## src/rtl/cpu_consts.svh

```systemverilog
`ifndef CPU_CONSTS_SVH
`define CPU_CONSTS_SVH

// Architectural and physical register counts
`define ARCH_REGS 32
`define PHYS_REGS 64
`define PREG_W 6

// Instruction queue entries
`define IQ_DEPTH 4

// Reorder buffer size and pointer width
`define ROB_DEPTH 8
`define ROB_W 3

// Reservation station entries and free list size
`define RS_DEPTH 4
`define FREE_DEPTH 32

`endif

```

## src/rtl/rv32i_types.sv

```systemverilog
package rv32i_types;

    // RV32I major opcodes the core understands
    typedef enum logic [6:0] {
        OP     = 7'b0110011,
        OP_IMM = 7'b0010011,
        LUI    = 7'b0110111
    } opcode_t;

    // ALU operations, PASS_B forwards operand b for LUI
    typedef enum logic [3:0] {
        ALU_ADD,
        ALU_SUB,
        ALU_AND,
        ALU_OR,
        ALU_XOR,
        ALU_SLT,
        ALU_SLTU,
        ALU_SLL,
        ALU_SRL,
        ALU_SRA,
        ALU_PASS_B
    } alu_op_t;

    // Instruction fetch FSM
    typedef enum logic {
        IDLE,
        WAIT_RESP
    } fetch_state_t;

    // Register tags
    typedef logic [5:0] preg_t;
    typedef logic [2:0] rob_id_t;
    typedef logic [4:0] areg_t;

endpackage

```

## src/rtl/reservation.sv

```systemverilog
`timescale 1ns/1ns
`include "cpu_consts.svh"

module reservation (
    input  logic                    clk,
    input  logic                    rst,
    input  logic                    disp_en,
    input  rv32i_types::alu_op_t    disp_op,
    input  rv32i_types::preg_t      disp_ps1,
    input  rv32i_types::preg_t      disp_ps2,
    input  logic                    disp_use_imm,
    input  logic [31:0]             disp_imm,
    input  rv32i_types::preg_t      disp_preg,
    input  logic                    disp_writes,
    input  rv32i_types::rob_id_t    alloc_id,
    input  logic [`PHYS_REGS-1:0]   ready_bits,
    input  logic                    cdb_valid,
    input  logic                    cdb_writes,
    input  rv32i_types::preg_t      cdb_preg,
    output logic                    rs_full,
    output logic                    iss_valid,
    output rv32i_types::alu_op_t    iss_op,
    output rv32i_types::preg_t      tag_a,
    output rv32i_types::preg_t      tag_b,
    output logic                    iss_use_imm,
    output logic [31:0]             iss_imm,
    output rv32i_types::preg_t      iss_preg,
    output rv32i_types::rob_id_t    iss_rob_id,
    output logic                    iss_writes
);

    import rv32i_types::*;

    localparam int IDX_W = $clog2(`RS_DEPTH);

    logic [`RS_DEPTH-1:0] valid;
    logic [`RS_DEPTH-1:0] rdy1;
    logic [`RS_DEPTH-1:0] rdy2;
    alu_op_t              op       [`RS_DEPTH];
    preg_t                ps1      [`RS_DEPTH];
    preg_t                ps2      [`RS_DEPTH];
    logic                 use_imm  [`RS_DEPTH];
    logic [31:0]          imm      [`RS_DEPTH];
    preg_t                dst      [`RS_DEPTH];
    rob_id_t              rob_id   [`RS_DEPTH];
    logic                 writes   [`RS_DEPTH];
    logic [IDX_W-1:0]     iss_idx;
    logic [IDX_W-1:0]     free_idx;

    // Source is ready in the file or arrives on the bus this cycle
    function automatic logic src_ready(preg_t tag);
        return ready_bits[tag] || (cdb_valid && cdb_writes && cdb_preg == tag);
    endfunction

    // Lowest index wins for both issue and insert
    always_comb begin
        iss_valid = 1'b0;
        iss_idx   = '0;
        free_idx  = '0;
        for (int i = `RS_DEPTH - 1; i >= 0; i--) begin
            if (valid[i] && rdy1[i] && rdy2[i]) begin
                iss_valid = 1'b1;
                iss_idx   = IDX_W'(i);
            end
            if (!valid[i]) begin
                free_idx = IDX_W'(i);
            end
        end
    end

    always_ff @(posedge clk) begin
        if (rst) begin
            valid <= '0;
        end else begin
            // Wakeup of waiting sources
            for (int i = 0; i < `RS_DEPTH; i++) begin
                if (cdb_valid && cdb_writes && ps1[i] == cdb_preg) rdy1[i] <= 1'b1;
                if (cdb_valid && cdb_writes && ps2[i] == cdb_preg) rdy2[i] <= 1'b1;
            end
            if (iss_valid) begin
                valid[iss_idx] <= 1'b0;
            end
            if (disp_en) begin
                valid[free_idx]   <= 1'b1;
                rdy1[free_idx]    <= src_ready(disp_ps1);
                rdy2[free_idx]    <= src_ready(disp_ps2);
                op[free_idx]      <= disp_op;
                ps1[free_idx]     <= disp_ps1;
                ps2[free_idx]     <= disp_ps2;
                use_imm[free_idx] <= disp_use_imm;
                imm[free_idx]     <= disp_imm;
                dst[free_idx]     <= disp_preg;
                rob_id[free_idx]  <= alloc_id;
                writes[free_idx]  <= disp_writes;
            end
        end
    end

    assign rs_full     = &valid;
    // Source tags go straight to the register file read ports
    assign tag_a       = ps1[iss_idx];
    assign tag_b       = ps2[iss_idx];
    assign iss_op      = op[iss_idx];
    assign iss_use_imm = use_imm[iss_idx];
    assign iss_imm     = imm[iss_idx];
    assign iss_preg    = dst[iss_idx];
    assign iss_rob_id  = rob_id[iss_idx];
    assign iss_writes  = writes[iss_idx];

endmodule

```

## config.mk

```make
export PLATFORM = sky130hd
export DESIGN_NAME = reservation
export DESIGN_NICKNAME = d
export VERILOG_FILES = /design/src/rtl/rv32i_types.sv /design/src/rtl/reservation.sv
export VERILOG_INCLUDE_DIRS = /design/src /design/src/rtl
export SDC_FILE = /design/constraint.sdc
export NUM_CORES = 1
export LEC_CHECK = 0
export ABC_CLOCK_PERIOD_IN_PS = 14850
export BUFFER_PORTS_ARGS = -buffer_cell sky130_fd_sc_hd__buf_2
export CORE_MARGIN = 10
export CORE_UTILIZATION = 40
export DETAILED_ROUTE_END_ITERATION = 8
export GPL_TIMING_DRIVEN = 1
export HOLD_SLACK_MARGIN = 0.08
export PLACE_DENSITY = 0.6
export SLEW_MARGIN = 20
export SYNTH_ARGS = -nofsm -noshare
export SYNTH_HDL_FRONTEND = slang
export SYNTH_SLANG_ARGS = --single-unit
```

## constraint.sdc

```tcl
create_clock -name clk -period 14.85 [get_ports clk]
set_input_delay 2.2275 -clock clk [delete_from_list [all_inputs] [get_ports clk]]
set_output_delay 2.2275 -clock clk [all_outputs]
set_load 0.1 [all_outputs]
```

# --- After elaboration in Yosys (flattened, before gate mapping) ---
# Memories as Yosys holds them, arrays and structs flattened.
# Cells that the tools add are included.
op_classes:
  magnitude_cmp: 6
  n_eq_ne: 10
  mux: 46
  bitwise: 3
  n_reduce_logical: 24
op_table:
  columns: ["cell", "count"]
  rows:
  - ["== test 6 bit", 10]
  - ["2-to-1 mux 1 bit", 27]
  - ["logical AND 1 bit", 21]
  - ["2-to-1 mux 4 bit", 5]
  - ["2-to-1 mux 2 bit", 8]
  - ["< comparator 6 x 7 -> 1 bit (second input constant)", 2]
  - ["binary-select mux 1 bit (select 6 bit)", 2]
  - ["bitwise mux 4 bit", 2]
  - ["< comparator 2 x 3 -> 1 bit (second input constant)", 2]
  - ["bitwise AND 4 bit", 1]
  - ["demux 1 bit (select 2 bit)", 2]
  - [">= comparator 2 x 1 -> 1 bit (second input constant)", 2]
  - ["NOT 4 bit", 1]
  - ["bitwise OR 4 bit", 1]
  - ["AND reduction 4 bit", 1]
  - ["logical OR 1 bit", 2]
totals:
  ff_bits: 12
  ramBits: 236
  inputBits: 134
  output_inout_bits: 61
  elab_cells: 100
  n_memories: 8
mem_list:
  columns: ["memory", "depth", "width", "read_ports", "rd_ports_with_merged_regs", "wr", "line", "rtl"]
  rows:
  - ["imm", 4, 32, 1, 0, 1, "reservation.sv:43", "logic [31:0] imm [`RS_DEPTH];"]
  - ["dst", 4, 6, 1, 0, 1, "reservation.sv:44", "preg_t dst [`RS_DEPTH];"]
  - ["ps1", 4, 6, 5, 0, 1, "reservation.sv:40", "preg_t ps1 [`RS_DEPTH];"]
  - ["ps2", 4, 6, 5, 0, 1, "reservation.sv:41", "preg_t ps2 [`RS_DEPTH];"]
  - ["op", 4, 4, 1, 0, 1, "reservation.sv:39", "alu_op_t op [`RS_DEPTH];"]
  - ["rob_id", 4, 3, 1, 0, 1, "reservation.sv:45", "rob_id_t rob_id [`RS_DEPTH];"]
  - ["+2 memories", null, null, null, null, null, null, null]

# --- Depth between registers and ports, before layout ---
# Gate-level depths: netlist of the first run.
logic_depth:
  depth_word: 16
  ltp_mapped: 9
  ltp_nobuf: 6

# --- Worst setup path before layout of the first run ---
# Ideal clock, no wire load.
synth_timing:
  kind: "input -> register"
  from: "input port disp_en"
  to: "memory dst[2][0] (netlist bit), enable pin"
  arrival_time_ns: 6.359
  slack_ns: 7.942
  path_stages: 2
  cell_sequence: "nand3_1 > nor3_1"
synth_via:
  elab_chain_len: 3
synth_lines:
  columns: ["item", "line", "rtl"]
  rows:
  - ["from (decl)", "reservation.sv:7", "input logic disp_en,"]
  - ["2-to-1 mux 1 bit", "reservation.sv:83", "if (disp_en) begin"]
  - ["2-to-1 mux 1 bit", "reservation.sv:72", "if (rst) begin"]
  - ["2-to-1 mux 1 bit (not written as such)", "reservation.sv:92", "dst[free_idx] <= disp_preg;"]
  - ["to (decl)", "reservation.sv:44", null]
# Every way passes these cells.

# --- Worst setup path in the final report of the first run ---
layout_timing:
  from: "register rdy2[1]"
  to: "output port tag_a[3]"
layout_via:
  elab_chain_len: 4
layout_lines:
  columns: ["item", "line", "rtl"]
  rows:
  - ["from (decl)", "reservation.sv:38", "logic [`RS_DEPTH-1:0] rdy2;"]
  - ["from (signal, indexed assignment)", "reservation.sv:86", "rdy2[free_idx] <= src_ready(disp_ps2);"]
  - ["logical AND 1 bit", "reservation.sv:61", "if (valid[i] && rdy1[i] && rdy2[i]) begin"]
  - ["2-to-1 mux 2 bit (2 in a row)", "reservation.sv:61", null]
  - ["memory (4 x 6 bit)", null, null]
  - ["to (decl)", "reservation.sv:23", "output rv32i_types::preg_t tag_a,"]
# Every way passes these cells.

==> results of run 1 <==
[through the flow]
| stage | std cells | area (sq um) |
|---|---|---|
| CTS | 1246 | 12800 |
| global placement | 1200 | 12000 |
| finish | 1246 | 12800 |
| global route | 1246 | 12800 |
| detailed placement | 1200 | 12000 |
| floorplan | 704 | 10700 |
[registers in the layout, summed over array words and instances, names as in the netlist, 12 cells and up]
| name | count |
|---|---|
| rob_id | 12 |
| ps2 | 24 |
| dst | 24 |
| op | 16 |
| imm | 128 |
| ps1 | 24 |
[logic make-up after synthesis]
family                    after synthesis
DFF                                   248
and+or+nand+nor                       194
AOI/OAI and AO/OA                     104
xor gates and xnor gates               60
buffers and inverters                  50
muxes                                  48
[worst min-delay path by stage]
stage	startpoint	end	slack, ns	cells past startpoint
floorplan	valid[3]$_SDFF_PP0_	valid[3]$_SDFF_PP0_	0.52	2
global placement	valid[3]$_SDFF_PP0_	valid[3]$_SDFF_PP0_	0.57	2
detailed placement	valid[1]$_SDFF_PP0_	valid[1]$_SDFF_PP0_	0.59	2
CTS	valid[3]$_SDFF_PP0_	valid[3]$_SDFF_PP0_	0.60	2
global route	valid[3]$_SDFF_PP0_	valid[3]$_SDFF_PP0_	0.65	2
finish	valid[0]$_SDFF_PP0_	valid[0]$_SDFF_PP0_	0.59	2
[cells in the final DEF, fill, tap and decap left out, types with 3 or more instances in the layout]
cell type   count
edfxtp_1      244
nor4_1         10
nor2b_1         9
mux2i_1        25
xor2_1         57
clkinv_2        3
xnor2_1         3
a22oi_1         4
nand3_1        12
a222oi_1       59
clkinvlp_4      3
nor2_1          8
mux4_2         19
inv_1           6
dfxtp_1         4
a21oi_1        16
clkbuf_1        3
a211oi_1       10
clkinv_1        6
nor3_1          9
buf_2         194
clkbuf_16      27
buf_4          11
a31oi_1         4
bufinv_16       3
nand2_1       126
nand4_1         3
[critical path: cells and delay by family, from the launching register on]
kind,cells,cell delay (ns)
AOI/OAI and AO/OA,1,0.12
buffers and inverters,2,1.00
DFF,1,0.40
and+or+nand+nor,4,1.14
[power by group]
group,internal [mW],switching (mW)
logic,0.0507,0.141
clock network,0.382,0.258
registers,0.786,0.00560
total,1.22,0.405
[layout make-up]
| class | count | area share [%] |
|---|---|---|
| Inverter | 6 | 0.175 |
| Timing Repair Buffer | 205 | 8.20 |
| Tap cell | 335 | 3.26 |
| Sequential cell | 248 | 57.7 |
| Multi-Input combinational cell | 406 | 24.1 |
| Clock inverter | 16 | 1.24 |
| Clock buffer | 30 | 5.35 |
[metal layers]
metal | wire length (um) | vias up
li1 | - | 3185
met1 | 11700 | 3443
met2 | 13900 | 269
met3 | 1880 | 35
met4 | 462 | 2
met5 | 11 | -
==> results.cfg, run 1 <==
[status]
outcome = finished, final reports clean

[global_route]
met1_usage_pct = 20.9
overflow = 0
grt_usage_pct = 16.2
grt_use_met2_pct = 27.8
grt_max_degree = 50
grt_antenna_before_repair = 1
grt_pass1_wl_um = 42900
first_global_vias = 7361
use_met3_pct = 2.92
top_usage_layer = met2

[timing]
skew_ns = 0.00698
relSlewSlack_pct = 47.0
worst_hold_slack_ns = 0.593
timing.final.crit_share_pct = 36.7
slew_viol_final = 0
hold_violations = 0
rsz0062_at_grt = false
setup_slack_ns = 9.40
fin_tns_setup_ns = 0
fmax_mhz = 184
tightest_slew_ns = 0.792
period_minus_slack_ns = 5.45
final-setup-viol-count = 0

[floorplan]
io_pins = 195
start_util_pct = 41.0
die_w_um = 184
design.core.area_sq_um = 26200
rows = 59
die_h_um = 184
dieArea_sq_um = 33800

[yosys]
synth-simple-area-share_pct = 8.05
synth_seq_area_share_pct = 69.0
synth_most_common_cell = edfxtp_1
ys_types = 45
synth_top_cell_area_share_pct = 68.2
ys_top_cells_by_area = edfxtp_1, a222oi_1, xor2_1
synth_cells = 704
synth_edf_count = 244
ys_seq_elements = 248
synthMuxAreaShare_pct = 7.01
synth_top_family_by_area = compound AO/OA/AOI/OAI gates
ys_warn_count = 0
synth_xor_area_share_pct = 4.89
synthAdderAreaFrac_pct = 0
synth_common_cells = edfxtp_1, nand2_1, a222oi_1, xor2_1, clkbuf_1
synth_area_sq_um = 10700
synth_compound_area_share_pct = 8.58
synth_top_flop_cell = edfxtp_1
synthesis.nets = 838
yosys.area.top_type = edfxtp_1
syn_avg_cell_area_sq_um = 15.3
synthArstFlopShare_pct = 0

[routing]
drc = 0
drt_iter0_markers = 633
num_vias = 6934
ant_nets = 0
drt_first_pass_iters = 8
viasPerCell = 5.57
wirelength_um = 28000
wl_per_cell_um = 22.5

[critical_path]
worstReg2RegEnd = imm[3][31]$_DFFE_PP_
crit_path_frequent_cell = nand2_1
cp-end-kind = output pin
cp-start-kind = register
r2r_start = valid[1]$_SDFF_PP0_
critPathKind = reg2out
required_ns = 12.62
cpPeakStageDelay_ns = 0.65
r2r_setup_slack_ns = 12.00
critPathSlowestCell = nor2_4
critPathCapture = tag_a[3]
r2r.worst_path.cells = 4
arrival_ns = 3.22
critPathLaunch = rdy2[1]$_DFFE_PN_
worst-path-max-fanout = 33
crit_chain = nand3_1, nand2_1, nor2_4, buf_4, a222oi_1, nand2_1, buf_2

[cells_and_area]
diodes = 0
multiInputGateArea_sq_um = 3100
final_util_pct = 49.0
drive_gt1_share_pct = 30.3
regArea_sq_um = 7410
fin_nets = 1028
fillers = 2272
syn_to_final_growth_pct = 19.6

[clocking]
clk_pin_slew_ns = 0.06
clk_latency_ns = 0.53
post-cts-setup-buffers = 0
htreeDepth = 1
clock-sinks = 248
postCtsHoldBufs = 0
cts_tree = yes
cts_resized = 0
cts_buffer_depth = 3
clockRootBuffer = clkbuf_16
cts_buffers = 27

[pwr]
p_total_mw = 1.62
peakVddDrop_mv = 0.0915
power.density_nw_per_um2 = 126
p_leak_nw = 4.81

[hold_path]
min_path_type = reg2reg

[placed_design]
numPortBuffers = 194
gp_congestion = 0.795
hpwl_um = 18200
dp_slack_ns = 9.91

[flow_run]
cap_violations = 0
(Power assumes the default switching activity.)
==> run 2: changes to the inputs <==
ABC_CLOCK_PERIOD_IN_PS = 5330   (was 14850)
clock period = 5.33 ns   (was 14.85 ns; I/O delays follow)
==> run 2 against run 1 <==
  * Final area increased by 0.28%
  * Clock skew increased by 0.013 ns
  * Wire length decreased by 3.6%
  * Global-route usage decreased by 0.55 points
  * Clock power increased to 2.8 times the previous value
  * Utilization increased by 0.14 points
  * Combinational power increased to 2.8 times the previous value
  * Sequential share of layout area decreased by 0.16 points
  * Via count decreased by 1.5%
  * Hold slack got worse by 0.11 ns
  * Largest power group unchanged
==> results.cfg, run 2 (synthesized netlist as in run 1, its figures left out) <==
[global_route]
grt_use_met2_pct = 26.8
overflow = 0
use_met3_pct = 3.32
grt_pass1_wl_um = 42000
met1_usage_pct = 20.0
top_usage_layer = met2
grt_max_degree = 45
grt_antenna_before_repair = 1
first_global_vias = 7363
grt_usage_pct = 15.7

[timing]
timing.final.crit_share_pct = 72.7
relSlewSlack_pct = 41.1
slew_viol_final = 0
period_minus_slack_ns = 3.88
worst_hold_slack_ns = 0.483
tightest_slew_ns = 0.884
skew_ns = 0.0203
rsz0062_at_grt = false
fmax_mhz = 258
fin_tns_setup_ns = 0
hold_violations = 0
final-setup-viol-count = 0

[critical_path]
critPathLaunch = rdy1[1]$_DFFE_PN_
required_ns = 4.53
cp-start-kind = register
r2r_setup_slack_ns = 2.39
r2r_start = valid[1]$_SDFF_PP0_
critPathSlowestCell = buf_4
arrival_ns = 3.08
cp-end-kind = output pin
worst-path-max-fanout = 44
cp_num_buf_inv = 2
crit_path_frequent_cell = nand2_1
cpPeakStageDelay_ns = 0.57
cp_top_family = buffers and inverters
crit_chain = nand3_1, nand2_1, nor2_4, buf_4, a222oi_1, nand2_1, buf_2
r2r.worst_path.cells = 4
worstReg2RegEnd = dst[3][0]$_DFFE_PP_
critPathKind = reg2out

[routing]
viasPerCell = 5.46
wl_per_cell_um = 21.6
ant_nets = 0
drc = 0
num_vias = 6831
wirelength_um = 27000
drt_iter0_markers = 652
drt_first_pass_iters = 7

[pwr]
power.density_nw_per_um2 = 351
seq_power_share_pct = 48.8
p_leak_nw = 4.83
p_int_mw = 3.40
swShare_pct = 24.7
comb_power_share_pct = 11.8
peakVddDrop_mv = 0.242
power.switching_mw = 1.12
power_frac_clock_pct = 39.4

[floorplan]
rows = 59
die_h_um = 184
io_pins = 195
dieArea_sq_um = 33800
design.core.area_sq_um = 26200
start_util_pct = 41.0
die_w_um = 184

[cells_and_area]
layout_common_cells = edfxtp_1, buf_2, nand2_1
top_register = imm
fin_nets = 1030
fillers = 2319
largest_reg_flops = 128
drive_gt1_share_pct = 30.3
syn_to_final_growth_pct = 20.0
final_common_cell = edfxtp_1

[hold_path]
min-delay-start = alloc_id[2]
whs_endpoint = rob_id[0][2]$_DFFE_PP_
whs_path_depth = 1
min_path_type = in2reg

[clocking]
clk_pin_slew_ns = 0.06
postCtsHoldBufs = 0
cts_buffer_depth = 3
clock-sinks = 248
clk_latency_ns = 0.52
cts_buffers = 27
cts_resized = 0
post-cts-setup-buffers = 0
cts_tree = yes
htreeDepth = 1
clockRootBuffer = clkbuf_16

[placed_design]
numPortBuffers = 194
gp_congestion = 0.776
hpwl_um = 18100

[status]
outcome = finished, final reports clean

[flow_run]
cap_violations = 0
[run 2: area by class of cell]
type / instances / area [sq um] / share of cell area, %
clock buffers: 32 / 694 / 5.39
multi-input cells: 406 / 3110 / 24.2
well taps: 335 / 419 / 3.25
diodes: 1 / 2.50 / 0.0194
clock inverters: 16 / 158 / 1.22
repair buffers: 207 / 1070 / 8.29
inverters: 6 / 22.5 / 0.175
flip-flops and latches: 248 / 7410 / 57.5
[run 2: worst max path at each step]
| stage | endpoint | slack [ns] | cells after the start |
|---|---|---|---|
| after global routing | iss_imm[16] | 1.21 | 7 |
| after CTS | iss_rob_id[1] | 1.40 | 7 |
| after detailed placement | imm[3][16]$_DFFE_PP_ | 1.89 | 5 |
| final | tag_a[2] | 1.45 | 7 |
| after floorplan | dst[2][0]$_DFFE_PP_ | 1.65 | 2 |
| after global placement | iss_rob_id[1] | 1.97 | 7 |
[run 2: power groups by stage]
stage               combinational, mW  clock [mW]  sequential [mW]
floorplan                       0.385           0             2.24
global placement                0.534           0             2.24
detailed placement              0.538           0             2.25
CTS                             0.539        1.83             2.20
global route                    0.570        1.91             2.21
finish                          0.533        1.78             2.20
[run 2: layer usage]
layer	vias to the layer above	routed length [um]
met5	-	0
met4	0	369
met3	29	1730
met2	209	13400
met1	3389	11500
li1	3204	-
[run 2: per-stage QoR]
step	setup slack (ns)	instances	power [mW]	area [sq um]	util (%)
3_5_place_dp	1.89	1202	2.78	12000	45.9
4_1_cts	1.40	1250	4.57	12900	49.2
6_report	1.45	1251	4.52	12900	49.2
5_1_grt	1.21	1250	4.69	12900	49.2
3_3_place_gp	1.97	1202	2.78	12000	45.9
2_1_floorplan	1.65	704	2.63	10700	-
==> run 3: changes to the inputs <==
ABC_CLOCK_PERIOD_IN_PS = 4000   (was 5330)
clock period = 4 ns   (was 5.33 ns; I/O delays follow)
==> run 3 against run 2 <==
  * Final area is essentially flat
  * Critical endpoint is now tag_a[5]
  * Flip-flop and latch count is the same
  * Combinational power grew 34%
  * Largest power group unchanged
  * Clock-buffer cell count is the same
  * Setup slack lost 0.96 ns
  * Highest routed layer unchanged
  * Die area is the same
==> results.cfg, run 3 (synthesized netlist as in run 1, its figures left out) <==
[status]
outcome = finished, final reports clean

[placed_design]
dp_slack_ns = 1.04
hpwl_um = 18100
numPortBuffers = 194
gp_congestion = 0.783
dp.cells = 1205

[flow_run]
cap_violations = 0

[timing]
period_minus_slack_ns = 3.51
fin_tns_setup_ns = 0
tightest_slew_ns = 0.762
timing.final.crit_share_pct = 87.6
hold_violations = 0
setup_slack_ns = 0.494
final-setup-viol-count = 0
relSlewSlack_pct = 48.8
slew_viol_final = 0
skew_ns = 0.0191
fmax_mhz = 285
rsz0062_at_grt = false

[critical_path]
worst-path-max-fanout = 22
r2r_start = valid[2]$_SDFF_PP0_
worstReg2RegEnd = imm[0][10]$_DFFE_PP_
r2r.worst_path.cells = 4
critPathKind = reg2out
required_ns = 3.40
cp-end-kind = output pin
cp-start-kind = register
arrival_ns = 2.91
r2r_setup_slack_ns = 1.41

[cells_and_area]
drive_gt1_share_pct = 30.3
stdcell_count = 1256
syn_to_final_growth_pct = 19.9
fin_nets = 1032
largest_reg_flops = 128
layout_common_cells = edfxtp_1, buf_2, nand2_1
final_common_cell = edfxtp_1
fillers = 2240
top_register = imm

[global_route]
grt_pass1_wl_um = 42300
use_met3_pct = 3.52
grt_usage_pct = 15.7
met1_usage_pct = 20.1
top_usage_layer = met2
grt_max_degree = 48
first_global_vias = 7397
grt_use_met2_pct = 26.7
overflow = 0
grt_antenna_before_repair = 1

[clocking]
htreeDepth = 1
cts_resized = 0
clk_pin_slew_ns = 0.06
clk_latency_ns = 0.52
post-cts-setup-buffers = 0
clock-sinks = 248
cts_buffer_depth = 3
cts_tree = yes
cts_buffers = 26
postCtsHoldBufs = 0
clockRootBuffer = clkbuf_16

[routing]
drt_first_pass_iters = 5
drt_iter0_markers = 785
viasPerCell = 5.48
num_vias = 6886
drc = 0
wl_per_cell_um = 21.5
ant_nets = 0
wirelength_um = 27000

[pwr]
p_leak_nw = 4.82
power.density_nw_per_um2 = 451
peakVddDrop_mv = 0.314
p_total_mw = 5.81

[hold_path]
whs_endpoint = op[2][1]$_DFFE_PP_
min-delay-start = disp_op[1]
min_path_type = in2reg
whs_path_depth = 1

[floorplan]
io_pins = 195
die_w_um = 184
design.core.area_sq_um = 26200
die_h_um = 184
start_util_pct = 41.0
rows = 59
dieArea_sq_um = 33800
-- run 3: area by class of cell --
cell class,instances,area [sq um],area share (%)
diodes,3,7.51,0.0583
clock buffers,32,694,5.39
clock inverters,16,75.1,0.583
inverters,6,22.5,0.175
multi-input cells,406,3110,24.2
flip-flops and latches,248,7410,57.5
well taps,335,419,3.25
repair buffers,210,1140,8.86
-- run 3: worst max path at each step --
| stage | slack (ns) | end | cells after the start | from |
|---|---|---|---|---|
| after floorplan | 0.52 | dst[2][0]$_DFFE_PP_ | 2 | disp_en |
| after global placement | 1.08 | iss_imm[6] | 7 | rdy1[1]$_DFFE_PN_ |
| after detailed placement | 1.04 | tag_a[5] | 6 | valid[1]$_SDFF_PP0_ |
| after CTS | 0.46 | tag_a[5] | 6 | valid[1]$_SDFF_PP0_ |
| after global routing | 0.30 | iss_preg[0] | 7 | rdy1[1]$_DFFE_PN_ |
| final | 0.49 | tag_a[5] | 6 | valid[1]$_SDFF_PP0_ |
-- run 3: critical path, cell delays in order (launching register included) --
cell      delay, ns
dfxtp_1        0.47
nand3_1        0.23
nor2b_4        0.60
buf_4          0.36
a222oi_1       0.15
nand2_1        0.13
buf_2          0.43
-- run 3: power by group --
group          internal, mW  switching [mW]  total [mW]
combinational         0.193           0.521       0.714
sequential             2.92          0.0213        2.94
clock                  1.23           0.930        2.16
total                  4.34            1.47        5.81
-- run 3: metal layers --
metal	up-vias	wire length, um
li1	3206	-
met1	3395	11500
met2	247	13200
met3	38	1890
met4	0	434
met5	-	0
-- run 3: metrics by stage --
step | util [%] | cell area, sq um | hold WS, ns
global placement | 46.2 | 12100 | 0.557
finish | 49.1 | 12900 | 0.298
CTS | 49.1 | 12900 | 0.277
floorplan | - | 10700 | 0.516
detailed placement | 46.2 | 12100 | 0.555
global route | 49.1 | 12900 | 0.284
