==> src/rtl/cpu_consts.svh <==
`ifndef CPU_CONSTS_SVH
`define CPU_CONSTS_SVH

// Architectural and physical register counts
`define ARCH_REGS 32
`define PHYS_REGS 64
`define PREG_W 6

// Instruction queue entries
`define IQ_DEPTH 4

// Reorder buffer size and pointer width
`define ROB_DEPTH 8
`define ROB_W 3

// Reservation station entries and free list size
`define RS_DEPTH 4
`define FREE_DEPTH 32

`endif

==> src/rtl/rv32i_types.sv <==
package rv32i_types;

    // RV32I major opcodes the core understands
    typedef enum logic [6:0] {
        OP     = 7'b0110011,
        OP_IMM = 7'b0010011,
        LUI    = 7'b0110111
    } opcode_t;

    // ALU operations, PASS_B forwards operand b for LUI
    typedef enum logic [3:0] {
        ALU_ADD,
        ALU_SUB,
        ALU_AND,
        ALU_OR,
        ALU_XOR,
        ALU_SLT,
        ALU_SLTU,
        ALU_SLL,
        ALU_SRL,
        ALU_SRA,
        ALU_PASS_B
    } alu_op_t;

    // Instruction fetch FSM
    typedef enum logic {
        IDLE,
        WAIT_RESP
    } fetch_state_t;

    // Register tags
    typedef logic [5:0] preg_t;
    typedef logic [2:0] rob_id_t;
    typedef logic [4:0] areg_t;

endpackage

==> src/rtl/fetch_decode.sv <==
`timescale 1ns/1ns

module fetch_decode (
    input  logic                  clk,
    input  logic                  rst,
    output logic                  imem_read,
    output logic [31:0]           imem_addr,
    input  logic [31:0]           imem_rdata,
    input  logic                  imem_resp,
    input  logic                  iq_full,
    output logic                  dec_valid,
    output logic [31:0]           dec_pc,
    output rv32i_types::alu_op_t  dec_op,
    output rv32i_types::areg_t    dec_rd,
    output rv32i_types::areg_t    dec_rs1,
    output rv32i_types::areg_t    dec_rs2,
    output logic                  dec_use_imm,
    output logic [31:0]           dec_imm,
    output logic                  dec_writes_rd
);

    import rv32i_types::*;

    fetch_state_t state;
    logic [31:0]  pc;
    opcode_t      opcode;
    logic [2:0]   funct3;
    logic         alt;
    logic         supported;

    // One request in flight, a new one only with room in the queue
    always_ff @(posedge clk) begin
        if (rst) begin
            state <= IDLE;
            pc    <= '0;
        end else begin
            case (state)
                IDLE: if (!iq_full) state <= WAIT_RESP;
                WAIT_RESP: begin
                    if (imem_resp) begin
                        pc    <= pc + 32'd4;
                        state <= IDLE;
                    end
                end
                default: state <= IDLE;
            endcase
        end
    end

    assign imem_read = (state == WAIT_RESP);
    assign imem_addr = pc;

    assign opcode = opcode_t'(imem_rdata[6:0]);
    assign funct3 = imem_rdata[14:12];
    // Bit 30 picks SUB and SRA
    assign alt    = imem_rdata[30];

    always_comb begin
        dec_op      = ALU_ADD;
        dec_use_imm = 1'b0;
        dec_imm     = {{20{imem_rdata[31]}}, imem_rdata[31:20]};
        supported   = 1'b1;
        case (opcode)
            OP, OP_IMM: begin
                dec_use_imm = (opcode == OP_IMM);
                case (funct3)
                    3'b000: dec_op = (alt && opcode == OP) ? ALU_SUB : ALU_ADD;
                    3'b001: dec_op = ALU_SLL;
                    3'b010: dec_op = ALU_SLT;
                    3'b011: dec_op = ALU_SLTU;
                    3'b100: dec_op = ALU_XOR;
                    3'b101: dec_op = alt ? ALU_SRA : ALU_SRL;
                    3'b110: dec_op = ALU_OR;
                    default: dec_op = ALU_AND;
                endcase
            end
            LUI: begin
                dec_op      = ALU_PASS_B;
                dec_use_imm = 1'b1;
                dec_imm     = {imem_rdata[31:12], 12'b0};
            end
            // Unknown encodings become a NOP
            default: supported = 1'b0;
        endcase
    end

    assign dec_valid     = imem_resp && (state == WAIT_RESP);
    assign dec_pc        = pc;
    assign dec_rd        = imem_rdata[11:7];
    // Immediate bits in source fields would only cause false dependencies
    assign dec_rs1       = (opcode == LUI) ? '0 : imem_rdata[19:15];
    assign dec_rs2       = dec_use_imm ? '0 : imem_rdata[24:20];
    assign dec_writes_rd = supported && (dec_rd != '0);

endmodule

==> config.mk <==
export PLATFORM = sky130hd
export DESIGN_NAME = fetch_decode
export DESIGN_NICKNAME = d
export VERILOG_FILES = /design/src/rtl/cpu_consts.svh /design/src/rtl/rv32i_types.sv /design/src/rtl/fetch_decode.sv
export SDC_FILE = /design/constraint.sdc
export NUM_CORES = 1
export LEC_CHECK = 0
export BUFFER_PORTS_ARGS = -buffer_cell sky130_fd_sc_hd__buf_4
export CAP_MARGIN = 10
export CORE_AREA = 2 2 80 67
export CTS_BUF_LIST = sky130_fd_sc_hd__clkbuf_8
export CTS_CLUSTER_SIZE = 28
export DETAILED_ROUTE_END_ITERATION = 7
export DIE_AREA = 0 0 82 69
export MAX_ROUTING_LAYER = met4
export PLACE_DENSITY = 0.87
export SYNTH_ARGS = -nofsm -noshare
export SYNTH_HDL_FRONTEND = slang
export SYNTH_SLANG_ARGS = --single-unit
==> constraint.sdc <==
create_clock -name clk -period 4.3 [get_ports clk]
set_input_delay 0.43 -clock clk [delete_from_list [all_inputs] [get_ports clk]]
set_output_delay 0.43 -clock clk [all_outputs]
set_load 0.1 [all_outputs]
Yosys cells after proc, flatten, opt, wreduce, memory -nomap -nowiden
Cells that the tools add are included.

word-level totals
  register bits = 33
  input port bits = 36
  output and inout port bits = 119
  word-level logic and storage cells = 33

cells by class
  add/subtract/negate cells = 1
  eq/ne operators = 9
  mux-type cells = 12
  bitwise operators = 1
  reductions and logical operators = 8

operator list
  kind                                                                    number
  32-bit by 3-bit adder with 32-bit output (second input constant)        1
  31-bit two-way mux                                                      1
  4-bit case mux with 7 select lines                                      1
  7-bit by 6-bit equality test with 1-bit output (second input constant)  2
  5-bit two-way mux                                                       2
  3-bit equality test (second input constant)                             3
  4-bit case mux with 2 select lines                                      1
  7-bit by 5-bit equality test with 1-bit output (second input constant)  1
  3-bit by 2-bit equality test with 1-bit output (second input constant)  2
  1-bit two-way mux                                                       5
  5-bit nonzero test                                                      1
  1-bit case mux with 2 select lines                                      2
  3-bit by 1-bit equality test with 1-bit output (second input constant)  1
  1-bit logical AND                                                       3
  3-bit zero test                                                         1
  3-bit OR reduction                                                      1
  2-bit AND reduction                                                     1
  2-bit OR reduction                                                      1
  1-bit NOT                                                               1

Logic depth before layout (Yosys ltp)
Gate-level depths: netlist of run 1.

  depth after elaboration = 5
  depth in mapped cells = 6
  gate-level depth less buffers = 6

Least setup slack after synthesis of run 1
OpenSTA, ideal clock, no wires.

  path type = input to output
  from = input imem_rdata[6]
  to = output dec_op[3]
  data arrival time = 3.137 ns
  required time = 3.870 ns
  setup slack = 0.733 ns
  stages on the path = 4
  buffers on the path = 0
  cells stage by stage = nor2_1 -> and4_1 -> nand2b_1 -> o31ai_1

between the ends
  word-level cells in the longest chain between the ends = 3
  elaborated cells on any way between the ends = 5
  classes of those cells = eq/ne: 3; mux: 1; reduce/logical: 1

RTL lines
  item                                                                                                                     RTL line            source
  from (decl)                                                                                                              fetch_decode.sv:8   input logic [31:0] imem_rdata,
  7-bit by 5-bit equality test with 1-bit output / 7-bit by 6-bit equality test with 1-bit output (equally long branches)  fetch_decode.sv:63  case (opcode)
  2-bit OR reduction                                                                                                       fetch_decode.sv:63
  4-bit case mux with 2 select lines *                                                                                     fetch_decode.sv:63
  to (decl)                                                                                                                fetch_decode.sv:13  output rv32i_types::alu_op_t dec_op,

Every way passes the cells marked *; elsewhere a longest branch is shown, timed or not.

Final worst setup path of run 1
  from = input imem_rdata[6]
  to = output dec_imm[27]

between the ends
  word-level cells in the longest chain between the ends = 2

RTL lines
  item                                            RTL line            source
  7-bit by 6-bit equality test with 1-bit output  fetch_decode.sv:63
  31-bit two-way mux                              fetch_decode.sv:63
  to (decl)                                       fetch_decode.sv:18  output logic [31:0] dec_imm,

No other way between the ends.

==> results of run 1 <==
cells by family (layout without fill, tap and decap cells):
group           Yosys count  count (layout)  share of synthesized area, %
fa+ha+maj                 1               1                        0.5756
xor+xnor                 27              27                         10.88
simple gates            122             122                         32.93
buf+inv                  53             161                         16.12
compound gates           33              33                         10.30
mux                       1               1                        0.4606
other cells               1               4                        0.1725
flops                    31              31                         28.56
flip-flops by register name, indices dropped and copies added (netlist names):
name / cells
dec_pc: 30
imem_read: 1
metal layers:
| metal | global-route usage (%) | wire length, um | up-vias |
|---|---|---|---|
| met3 | 4.058 | 401 | 13 |
| met1 | 24.11 | 2374 | 1027 |
| met2 | 37.04 | 3119 | 101 |
| met5 | - | 0 | - |
| li1 | - | - | 1088 |
| met4 | 7.037 | 97 | 0 |
power by group through the flow:
stage	Combinational, mW	Clock, mW	Sequential (mW)
floorplan	0.251	0	0.309
global placement	0.332	0	0.297
detailed placement	0.334	0	0.298
CTS	0.334	0.238	0.291
global route	0.342	0.250	0.291
finish	0.334	0.232	0.291
per-stage QoR:
| stage | power [mW] | cells | cell area [um^2] | worst slack (ns) |
|---|---|---|---|---|
| floorplan | 0.5601 | 272 | 2185 | 0.7332 |
| global placement | 0.6296 | 435 | 3053 | 1.597 |
| detailed placement | 0.6312 | 435 | 3053 | 1.502 |
| CTS | 0.8635 | 442 | 3141 | 1.499 |
| global route | 0.8835 | 442 | 3141 | 1.311 |
| finish | 0.8563 | 442 | 3141 | 1.497 |
worst paths after layout:
path,start,endpoint,slack [ns],cells past startpoint
max,imem_rdata[6],dec_imm[27],1.50,7
min,iq_full,imem_read,0.43,3
max reg2reg,dec_pc[2],dec_pc[30],2.23,6
min reg2reg,dec_pc[31],dec_pc[31],0.50,2
cell type report:
class                           count  area share, %
Multi-Input combinational cell    188          38.65
Sequential cell                    31          19.76
Inverter                            4         0.4781
Clock buffer                        6          2.629
Clock inverter                      1         0.1594
Tap cell                           62          2.470
Timing Repair Buffer              150          35.86
worst max-delay path, cell delays in order:
cell	delay (ns)
buf_4	0.11
nor2_1	0.09
and4_1	0.27
nand3_1	0.41
and2_1	0.56
a21o_1	0.27
buf_4	0.23
placed cells by master, fill, tap and decap left out, types with 2 or more instances in the layout:
| master | instances |
|---|---|
| or3_1 | 3 |
| a21o_1 | 20 |
| or4_1 | 2 |
| nor4_1 | 2 |
| clkbuf_8 | 6 |
| dfxtp_1 | 31 |
| and3_1 | 4 |
| conb_1 | 4 |
| xnor2_1 | 9 |
| nand2_2 | 2 |
| o31ai_1 | 2 |
| o21ai_0 | 4 |
| nand2_1 | 11 |
| nor3_1 | 3 |
| a21oi_1 | 6 |
| xor2_1 | 18 |
| inv_1 | 4 |
| nand3_1 | 9 |
| nand4_1 | 14 |
| and2_1 | 22 |
| nor2_1 | 35 |
| buf_4 | 150 |
| nand4_4 | 2 |
==> flow_summary_export.csv, run 1 <==
group,metric,value,unit
yosys,ys_warn_count,0,
critical_path,critPathKind,"primary input to output pin",
pwr,swShare,43.38,%
floorplanning,start_util,44.95,%
global_route,grt_use_total,21.31,%
detailed_routing,avgRoutedWirePerCell,13.56,um
yosys,synth_area_leader_cell,"dfxtp_1",
sta,period_needed,2.803,ns
yosys,synth_edf_count,0,
pwr,ir_drop,0.1847,mV
clock_tree,cts.clk_slew.worst_paths,0.07,ns
yosys,synth_cell_type_count,40,
detailed_routing,vias,2229,
yosys,avgSynthCellArea,8.079,um^2
global_route,grt_max_degree,32,
pwr,clockPowerShare,27.0,%
yosys,synth_common_cells,"40 x buf_4, 35 x nor2_1, 31 x dfxtp_1",
outcome,status,"complete, no violations",
run,drv_cap,0,
min_path,hp-class,"primary input to register",
sta,maxSlewViolCount,0,
sta,finalSetupViolCount,0,
critical_path,worstSetupEndpointType,"output pin",
pwr,p_seq_share,34.0,%
yosys,synth_seq_cells,31,
sta,hold_ws,0.4292,ns
critical_path,worstPathArrival,2.37,ns
clock_tree,clockBufferDepth,2,
clock_tree,cts_hold_buf,0,
cells_and_area,final_core_util,64.96,%
clock_tree,cts_root_buf,"clkbuf_8",
cells_and_area,drive_above_1_share,44.47,%
yosys,synth-seq-area-share,28.55,%
floorplanning,die_h,69,um
sta,final_hold_viol_count,0,
place,placement.io_buffers,150,
floorplanning,dieArea,5658,um^2
pwr,intPower,0.4848,mW
yosys,yosysMostFrequentCell,"buf_4",
yosys,syn_inst,269,
detailed_routing,postRouteAntennaNets,0,
sta,worst_pin_slew,0.7774,ns
floorplanning,row_count,23,
detailed_routing,first_iter_violations,112,
floorplanning,core-area,4835,um^2
global_route,grt_overflow_total,0,
global_route,grt_pass1_vias,2003,
cells_and_area,seq_area,620.6,um^2
pwr,p_comb_share,39.0,%
cells_and_area,multi_input_area,1214,um^2
cells_and_area,num_antenna_cells,0,
cells_and_area,fillers,433,
sta,fin_setup_tns,0,ns
detailed_routing,via_per_inst,5.043,
pwr,power_density,272.7,nW/um^2
clock_tree,htree_levels,2,
clock_tree,post_cts_resized,0,
cells_and_area,fin_nets,417,
place,gp_congestion,0.8687,
critical_path,path_max_fanout,20,
clock_tree,clkSinkCount,31,
clock_tree,cts_buffers,5,
yosys,synth_top_area_share,28.55,%
sta,rsz0062_at_grt,"false",
critical_path,worstPathRequired,3.87,ns
yosys,synthFlopType,"dfxtp_1",
clock_tree,postCtsSetupBuffers,0,
global_route,grt_first_pass_wirelength,9280,um
floorplanning,fp.dieW,82,um
pwr,power.leakage,1.602,nW
floorplanning,ioPinCount,155,
pwr,p_sw,0.3715,mW
yosys,netlist_area,2173,um^2
sta,relSlewSlack,47.99,%
sta,fin_skew,0.008504,ns
cells_and_area,synthToLayoutAreaGrowth,44.50,%
sta,fin_crit_sh,65.20,%
yosys,synthTopCellsByArea,"dfxtp_1 29%, buf_4 14%, xor2_1 7.3%",
critical_path,start_kind,"primary input",
place,dp.final_hpwl,4712,um
global_route,antenna_found_initial,0,
yosys,synthArstFlopShare,0,%
detailed_routing,first_pass_iters,4,
detailed_routing,drt_wl_total,5992,um
detailed_routing,drc_errors,0,
sta,fmax,356.7,MHz
clock_tree,cts_tree,"built",
clock_tree,insertion_delay,0.28,ns
No activity file was read; power rests on OpenSTA's default activity.
==> run 2: changes to the inputs <==
--- a/config.mk
+++ b/config.mk
@@ -7,13 +7,13 @@
 export LEC_CHECK = 0
 export BUFFER_PORTS_ARGS = -buffer_cell sky130_fd_sc_hd__buf_4
 export CAP_MARGIN = 10
-export CORE_AREA = 2 2 80 67
+export CORE_AREA = 2 2 84 70
 export CTS_BUF_LIST = sky130_fd_sc_hd__clkbuf_8
 export CTS_CLUSTER_SIZE = 28
 export DETAILED_ROUTE_END_ITERATION = 7
-export DIE_AREA = 0 0 82 69
+export DIE_AREA = 0 0 86 72
 export MAX_ROUTING_LAYER = met4
-export PLACE_DENSITY = 0.87
+export PLACE_DENSITY = 0.8
 export SYNTH_ARGS = -nofsm -noshare
 export SYNTH_HDL_FRONTEND = slang
 export SYNTH_SLANG_ARGS = --single-unit
==> constraint.sdc (replaced) <==
create_clock -name clk -period 2.6 [get_ports clk]
set_input_delay 0.26 -clock clk [delete_from_list [all_inputs] [get_ports clk]]
set_output_delay 0.26 -clock clk [all_outputs]
set_load 0.1 [all_outputs]
==> run 2 against run 1 <==
Global-route usage shrank 0.79 points. Critical endpoint is now dec_imm[14]. Utilization shrank 4.6 points. Total power grew 69%. Sequential power grew 66%. Wire length grew 8.2%. Sequential cell count is the same.
==> flow_summary_export.csv, run 2 (synthesis results as in run 1) <==
group,metric,value,unit
clock_tree,htree_levels,2,
cells_and_area,drive_above_1_share,45.85,%
sta,maxSlewViolCount,0,
min_path,hold-path-endpoint,"imem_read",
floorplanning,start_util,40.89,%
clock_tree,cts_tree,"built",
detailed_routing,avgRoutedWirePerCell,14.38,um
global_route,grt_pass1_vias,2024,
place,placement.io_buffers,150,
clock_tree,cts_buffers,5,
global_route,grt_use_total,20.51,%
critical_path,rr_startpoint,"dec_pc[2]",
clock_tree,post_cts_resized,0,
min_path,holdPathStages,3,
cells_and_area,synthToLayoutAreaGrowth,47.67,%
clock_tree,clockBufferDepth,2,
detailed_routing,via_per_inst,4.958,
place,dp.final_hpwl,5078,um
detailed_routing,first_iter_violations,76,
detailed_routing,drt_wl_total,6485,um
sta,fin_crit_sh,75.08,%
sta,finalSetupViolCount,0,
place,placed_area,3109,um^2
critical_path,critPathKind,"primary input to output pin",
critical_path,start_kind,"primary input",
floorplanning,die_h,72,um
critical_path,rrSetupSlack,0.81,ns
critical_path,worstPathRequired,2.34,ns
detailed_routing,postRouteAntennaNets,0,
floorplanning,dieArea,6192,um^2
sta,fin_setup_tns,0,ns
detailed_routing,first_pass_iters,4,
pwr,power_density,451.8,nW/um^2
cells_and_area,mostFrequentLayoutCell,"buf_4",
global_route,grt_max_degree,32,
run,drv_cap,0,
clock_tree,cts.clk_slew.worst_paths,0.06,ns
floorplanning,fp.dieW,86,um
sta,final_hold_viol_count,0,
sta,fmax,512.2,MHz
clock_tree,insertion_delay,0.28,ns
floorplanning,row_count,24,
floorplanning,core-area,5315,um^2
clock_tree,cts_root_buf,"clkbuf_8",
critical_path,path_max_fanout,14,
cells_and_area,fin_nets,422,
pwr,power.leakage,1.640,nW
sta,rsz0062_at_grt,"false",
min_path,min-delay-start,"iq_full",
floorplanning,ioPinCount,155,
place,gp_congestion,0.7745,
critical_path,reg2regPathDepth,5,
sta,period_needed,1.952,ns
outcome,status,"complete, no violations",
detailed_routing,drc_errors,0,
clock_tree,postCtsSetupBuffers,0,
critical_path,timing.rr.end,"dec_pc[31]",
pwr,ir_drop,0.3600,mV
cells_and_area,layout_common_cells,"155 x buf_4, 35 x nor2_1, 31 x dfxtp_1",
global_route,antenna_found_initial,0,
global_route,grt_first_pass_wirelength,9963,um
sta,fin_skew,0.004526,ns
critical_path,worstPathArrival,1.69,ns
clock_tree,cts_hold_buf,0,
cells_and_area,final_cell_area,3209,um^2
cells_and_area,largest_register_ff_count,30,
min_path,hp-class,"primary input to register",
cells_and_area,num_antenna_cells,0,
detailed_routing,vias,2236,
clock_tree,clkSinkCount,31,
critical_path,worstSetupEndpointType,"output pin",
global_route,grt_overflow_total,0,
-- run 2: area by class of cell --
type | instances | area [um^2]
Clock inverter | 1 | 3.754
Sequential cell | 31 | 620.6
Clock buffer | 7 | 96.34
Multi-Input combinational cell | 188 | 1229
Fill cell | 484 | 2106
Timing Repair Buffer | 155 | 1164
Inverter | 4 | 15.01
Tap cell | 65 | 81.33
-- run 2: power breakdown --
part           internal [mW]  switching, mW
clock                  0.237          0.176
sequential             0.478        0.00403
combinational          0.118          0.437
-- run 2: worst max path at each step --
| stage | startpoint | end | slack [ns] | depth (start not counted) |
|---|---|---|---|---|
| floorplan | dec_pc[2] | dec_pc[30] | 0.09 | 6 |
| detailed placement | imem_rdata[6] | dec_imm[14] | 0.66 | 8 |
| global route | imem_rdata[6] | dec_imm[25] | 0.52 | 7 |
| finish | imem_rdata[6] | dec_imm[14] | 0.65 | 8 |
| CTS | imem_rdata[6] | dec_imm[14] | 0.65 | 8 |
| global placement | imem_rdata[6] | dec_imm[12] | 0.67 | 8 |
-- run 2: routing by layer --
metal	GRT usage [%]	vias up	part of all wire, %
met5	-	-	0
li1	-	1100	-
met4	6.173	0	1.2
met2	32.56	88	50
met1	26.22	1039	42
met3	4.551	9	6.6
-- run 2: per-stage QoR --
| step | std cells | setup slack, ns | hold slack, ns | util (%) | total power, mW |
|---|---|---|---|---|---|
| floorplan | 272 | 0.08620 | 0.3393 | - | 0.9271 |
| global placement | 443 | 0.6699 | 0.4876 | 58.50 | 1.045 |
| detailed placement | 443 | 0.6571 | 0.4973 | 58.50 | 1.048 |
| CTS | 451 | 0.6517 | 0.2533 | 60.38 | 1.462 |
| global route | 451 | 0.5225 | 0.2753 | 60.38 | 1.504 |
| finish | 451 | 0.6478 | 0.2581 | 60.38 | 1.450 |
-- run 2: critical path: stages --
cell and delay (ns):
buf_4 0.11, nor2_1 0.08, and4_1 0.25, nand3_1 0.11, and2_1 0.25, buf_4 0.22, a21o_1 0.17, buf_4 0.23
==> run 3: changes to the inputs <==
--- a/config.mk
+++ b/config.mk
@@ -5,15 +5,16 @@
 export SDC_FILE = /design/constraint.sdc
 export NUM_CORES = 1
 export LEC_CHECK = 0
+export ABC_AREA = 1
 export BUFFER_PORTS_ARGS = -buffer_cell sky130_fd_sc_hd__buf_4
 export CAP_MARGIN = 10
-export CORE_AREA = 2 2 84 70
+export CORE_AREA = 2 2 86 71
 export CTS_BUF_LIST = sky130_fd_sc_hd__clkbuf_8
 export CTS_CLUSTER_SIZE = 28
 export DETAILED_ROUTE_END_ITERATION = 7
-export DIE_AREA = 0 0 86 72
+export DIE_AREA = 0 0 88 73
 export MAX_ROUTING_LAYER = met4
-export PLACE_DENSITY = 0.8
+export PLACE_DENSITY = 0.81
 export SYNTH_ARGS = -nofsm -noshare
 export SYNTH_HDL_FRONTEND = slang
 export SYNTH_SLANG_ARGS = --single-unit
==> constraint.sdc (replaced) <==
create_clock -name clk -period 2 [get_ports clk]
set_input_delay 0.2 -clock clk [delete_from_list [all_inputs] [get_ports clk]]
set_output_delay 0.2 -clock clk [all_outputs]
set_load 0.1 [all_outputs]
==> run 3 against run 2 <==
Sequential power is 30% higher. Highest routed layer unchanged. Utilization is 2.1 points higher. Sequential share of layout area is 1.4 points lower. Via count is 23% higher. Hold slack worse by 0.16 ns. Global-route usage is 2.5 points higher. Area after synthesis is 9.6% higher. First-iteration DRC count is 79% higher. Cell count is 29% higher.
==> flow_summary_export.csv, run 3 <==
group,metric,value,unit
outcome,status,"complete, no violations",
critical_path,start_kind,"primary input",
sta,finalSetupViolCount,0,
critical_path,worstSetupEndpointType,"output pin",
yosys,synth_top_area_share,26.06,%
clock_tree,postCtsSetupBuffers,0,
pwr,intPower,1.089,mW
pwr,power_density,544.8,nW/um^2
yosys,avgSynthCellArea,6.201,um^2
clock_tree,cts_root_buf,"clkbuf_8",
yosys,netlist_area,2381,um^2
detailed_routing,vias,2741,
cells_and_area,final_cell_area,3537,um^2
critical_path,worstPathRequired,1.80,ns
cells_and_area,fillers,524,
global_route,grt_pass1_vias,2422,
global_route,grt_first_pass_wirelength,11390,um
pwr,p_seq_share,32.6,%
yosys,ys_warn_count,0,
cells_and_area,synthToLayoutAreaGrowth,48.55,%
yosys,synth_seq_cells,31,
yosys,synthTopCellsByArea,"dfxtp_1 26%, buf_4 13%, nor2_1 10%",
detailed_routing,drt_wl_total,7427,um
detailed_routing,via_per_inst,4.702,
critical_path,rrSetupSlack,0.42,ns
critical_path,path_max_fanout,11,
critical_path,cp_num_buf_inv,4,
cells_and_area,drive_above_1_share,44.82,%
critical_path,timing.rr.end,"dec_pc[22]",
pwr,clockPowerShare,27.7,%
sta,maxSlewViolCount,0,
floorplanning,row_count,25,
clock_tree,cts.clk_slew.worst_paths,0.06,ns
cells_and_area,num_antenna_cells,0,
floorplanning,start_util,42.06,%
cells_and_area,fin_nets,538,
sta,period_needed,1.723,ns
detailed_routing,postRouteAntennaNets,0,
clock_tree,clkSinkCount,31,
place,placed_area,3437,um^2
critical_path,crit_top_cell,"buf_4",
sta,fin_crit_sh,86.15,%
yosys,synthFlopType,"dfxtp_1",
clock_tree,insertion_delay,0.28,ns
floorplanning,die_h,73,um
pwr,power.leakage,1.702,nW
yosys,synth_edf_count,0,
clock_tree,cts_tree,"built",
critical_path,worstPathArrival,1.52,ns
sta,relSlewSlack,51.25,%
critical_path,rr_startpoint,"dec_pc[2]",
yosys,synth_cell_type_count,32,
yosys,syn_inst,384,
detailed_routing,first_iter_violations,136,
pwr,p_sw,0.8376,mW
cells_and_area,largest_register_ff_count,30,
clock_tree,cts_buffers,5,
sta,rsz0062_at_grt,"false",
detailed_routing,drc_errors,0,
clock_tree,post_cts_resized,0,
min_path,hp-class,"primary input to register",
floorplanning,dieArea,6424,um^2
yosys,synth-seq-area-share,26.06,%
sta,worst_pin_slew,0.7305,ns
cells_and_area,mostFrequentLayoutCell,"buf_4",
floorplanning,fp.dieW,88,um
cells_and_area,layout_common_cells,"156 x buf_4, 61 x nand2_1, 55 x inv_1",
critical_path,worstSetupEndpoint,"dec_imm[23]",
pwr,ir_drop,0.4012,mV
sta,fmax,580.4,MHz
yosys,yosysMostFrequentCell,"nor2_1",
sta,fin_setup_tns,0,ns
pwr,swShare,43.47,%
place,placement.io_buffers,150,
place,gp_congestion,0.8952,
detailed_routing,first_pass_iters,5,
global_route,grt_overflow_total,0,
floorplanning,ioPinCount,155,
clock_tree,htree_levels,2,
critical_path,reg2regPathDepth,9,
floorplanning,core-area,5662,um^2
critical_path,cpMaxStageDelayCell,"and2_1",
clock_tree,clockBufferDepth,2,
run,drv_cap,0,
pwr,total_power,1.927,mW
critical_path,slowest_delay,0.24,ns
clock_tree,cts_hold_buf,0,
pwr,p_comb_share,39.6,%
critical_path,path_delay_family,"simple AND/OR/NAND/NOR gates",
critical_path,crit_start,"imem_rdata[1]",
detailed_routing,avgRoutedWirePerCell,12.74,um
yosys,synthArstFlopShare,0,%
sta,fin_skew,0.004703,ns
cells_and_area,final_core_util,62.48,%
yosys,synth_area_leader_cell,"dfxtp_1",
sta,final_hold_viol_count,0,
global_route,grt_max_degree,25,
global_route,antenna_found_initial,0,
critical_path,path_cells,"buf_4 > nand2_1 > nor3b_1 > and2_1 > inv_2 > nand2_1 > buf_4 > o21ai_1 > buf_4",
critical_path,critPathKind,"primary input to output pin",
yosys,synth_common_cells,"65 x nor2_1, 61 x nand2_1, 54 x inv_1",
global_route,grt_use_total,22.98,%
critical_path,cp.depth,9,
place,dp.final_hpwl,6106,um
[run 3: cell count changes after synthesis, sizes merged, moves of 20 or more]
cell	change
and2	-21
o21ai	+25
inv	+52
a21o	-20
nor2	+39
nand2	+56
[run 3: power groups by stage]
stage	registers, mW	clock network (mW)	logic [mW]
floorplan	0.673	0	0.574
global placement	0.642	0	0.757
detailed placement	0.643	0	0.764
CTS	0.629	0.545	0.764
global route	0.629	0.579	0.786
finish	0.629	0.535	0.764
[run 3: cell families after synthesis]
logic type / Yosys count / share of synthesized area, %
AO/OA/AOI/OAI: 52 / 11.56
XOR/XNOR: 3 / 1.104
adder cells (fa/ha/maj): 1 / 0.5254
buffers and inverters: 105 / 23.38
flip-flops: 31 / 26.06
other: 1 / 0.1575
AND/OR/NAND/NOR: 191 / 37.20
[run 3: worst min-delay path by stage]
stage	end	start	slack, ns	cells past startpoint
2_1_floorplan	imem_read	iq_full	0.30	1
3_3_place_gp	imem_read	iq_full	0.38	2
3_5_place_dp	imem_read	iq_full	0.39	2
4_1_cts	imem_read	iq_full	0.09	2
5_1_grt	imem_read	iq_full	0.09	2
6_report	imem_read	iq_full	0.1	2
[run 3: stage by stage]
step | setup slack, ns | std cells | hold WS (ns)
3_5_place_dp | 0.2811 | 575 | 0.3908
4_1_cts | 0.2829 | 583 | 0.09364
5_1_grt | 0.1577 | 583 | 0.09316
3_3_place_gp | 0.3361 | 575 | 0.3771
2_1_floorplan | -0.4603 | 387 | 0.2962
6_report | 0.2771 | 583 | 0.09916
[run 3: routing by layer]
layer | track usage (%) | vias to the layer above | part of all wire, %
li1 | - | 1397 | -
met1 | 26.74 | 1227 | 41
met2 | 40.15 | 103 | 50
met3 | 3.846 | 14 | 6.5
met4 | 7.692 | 0 | 2.8
met5 | - | - | 0
[run 3: cell type report]
class	count	area [um^2]	share of cell area, %
sequential	31	634.4	17.93
clock inverter	1	3.754	0.1061
clock buffer	7	96.34	2.724
tap	81	101.3	2.865
multi-input combinational	251	1320	37.32
timing repair buffer	156	1171	33.11
inverter	56	210.2	5.943
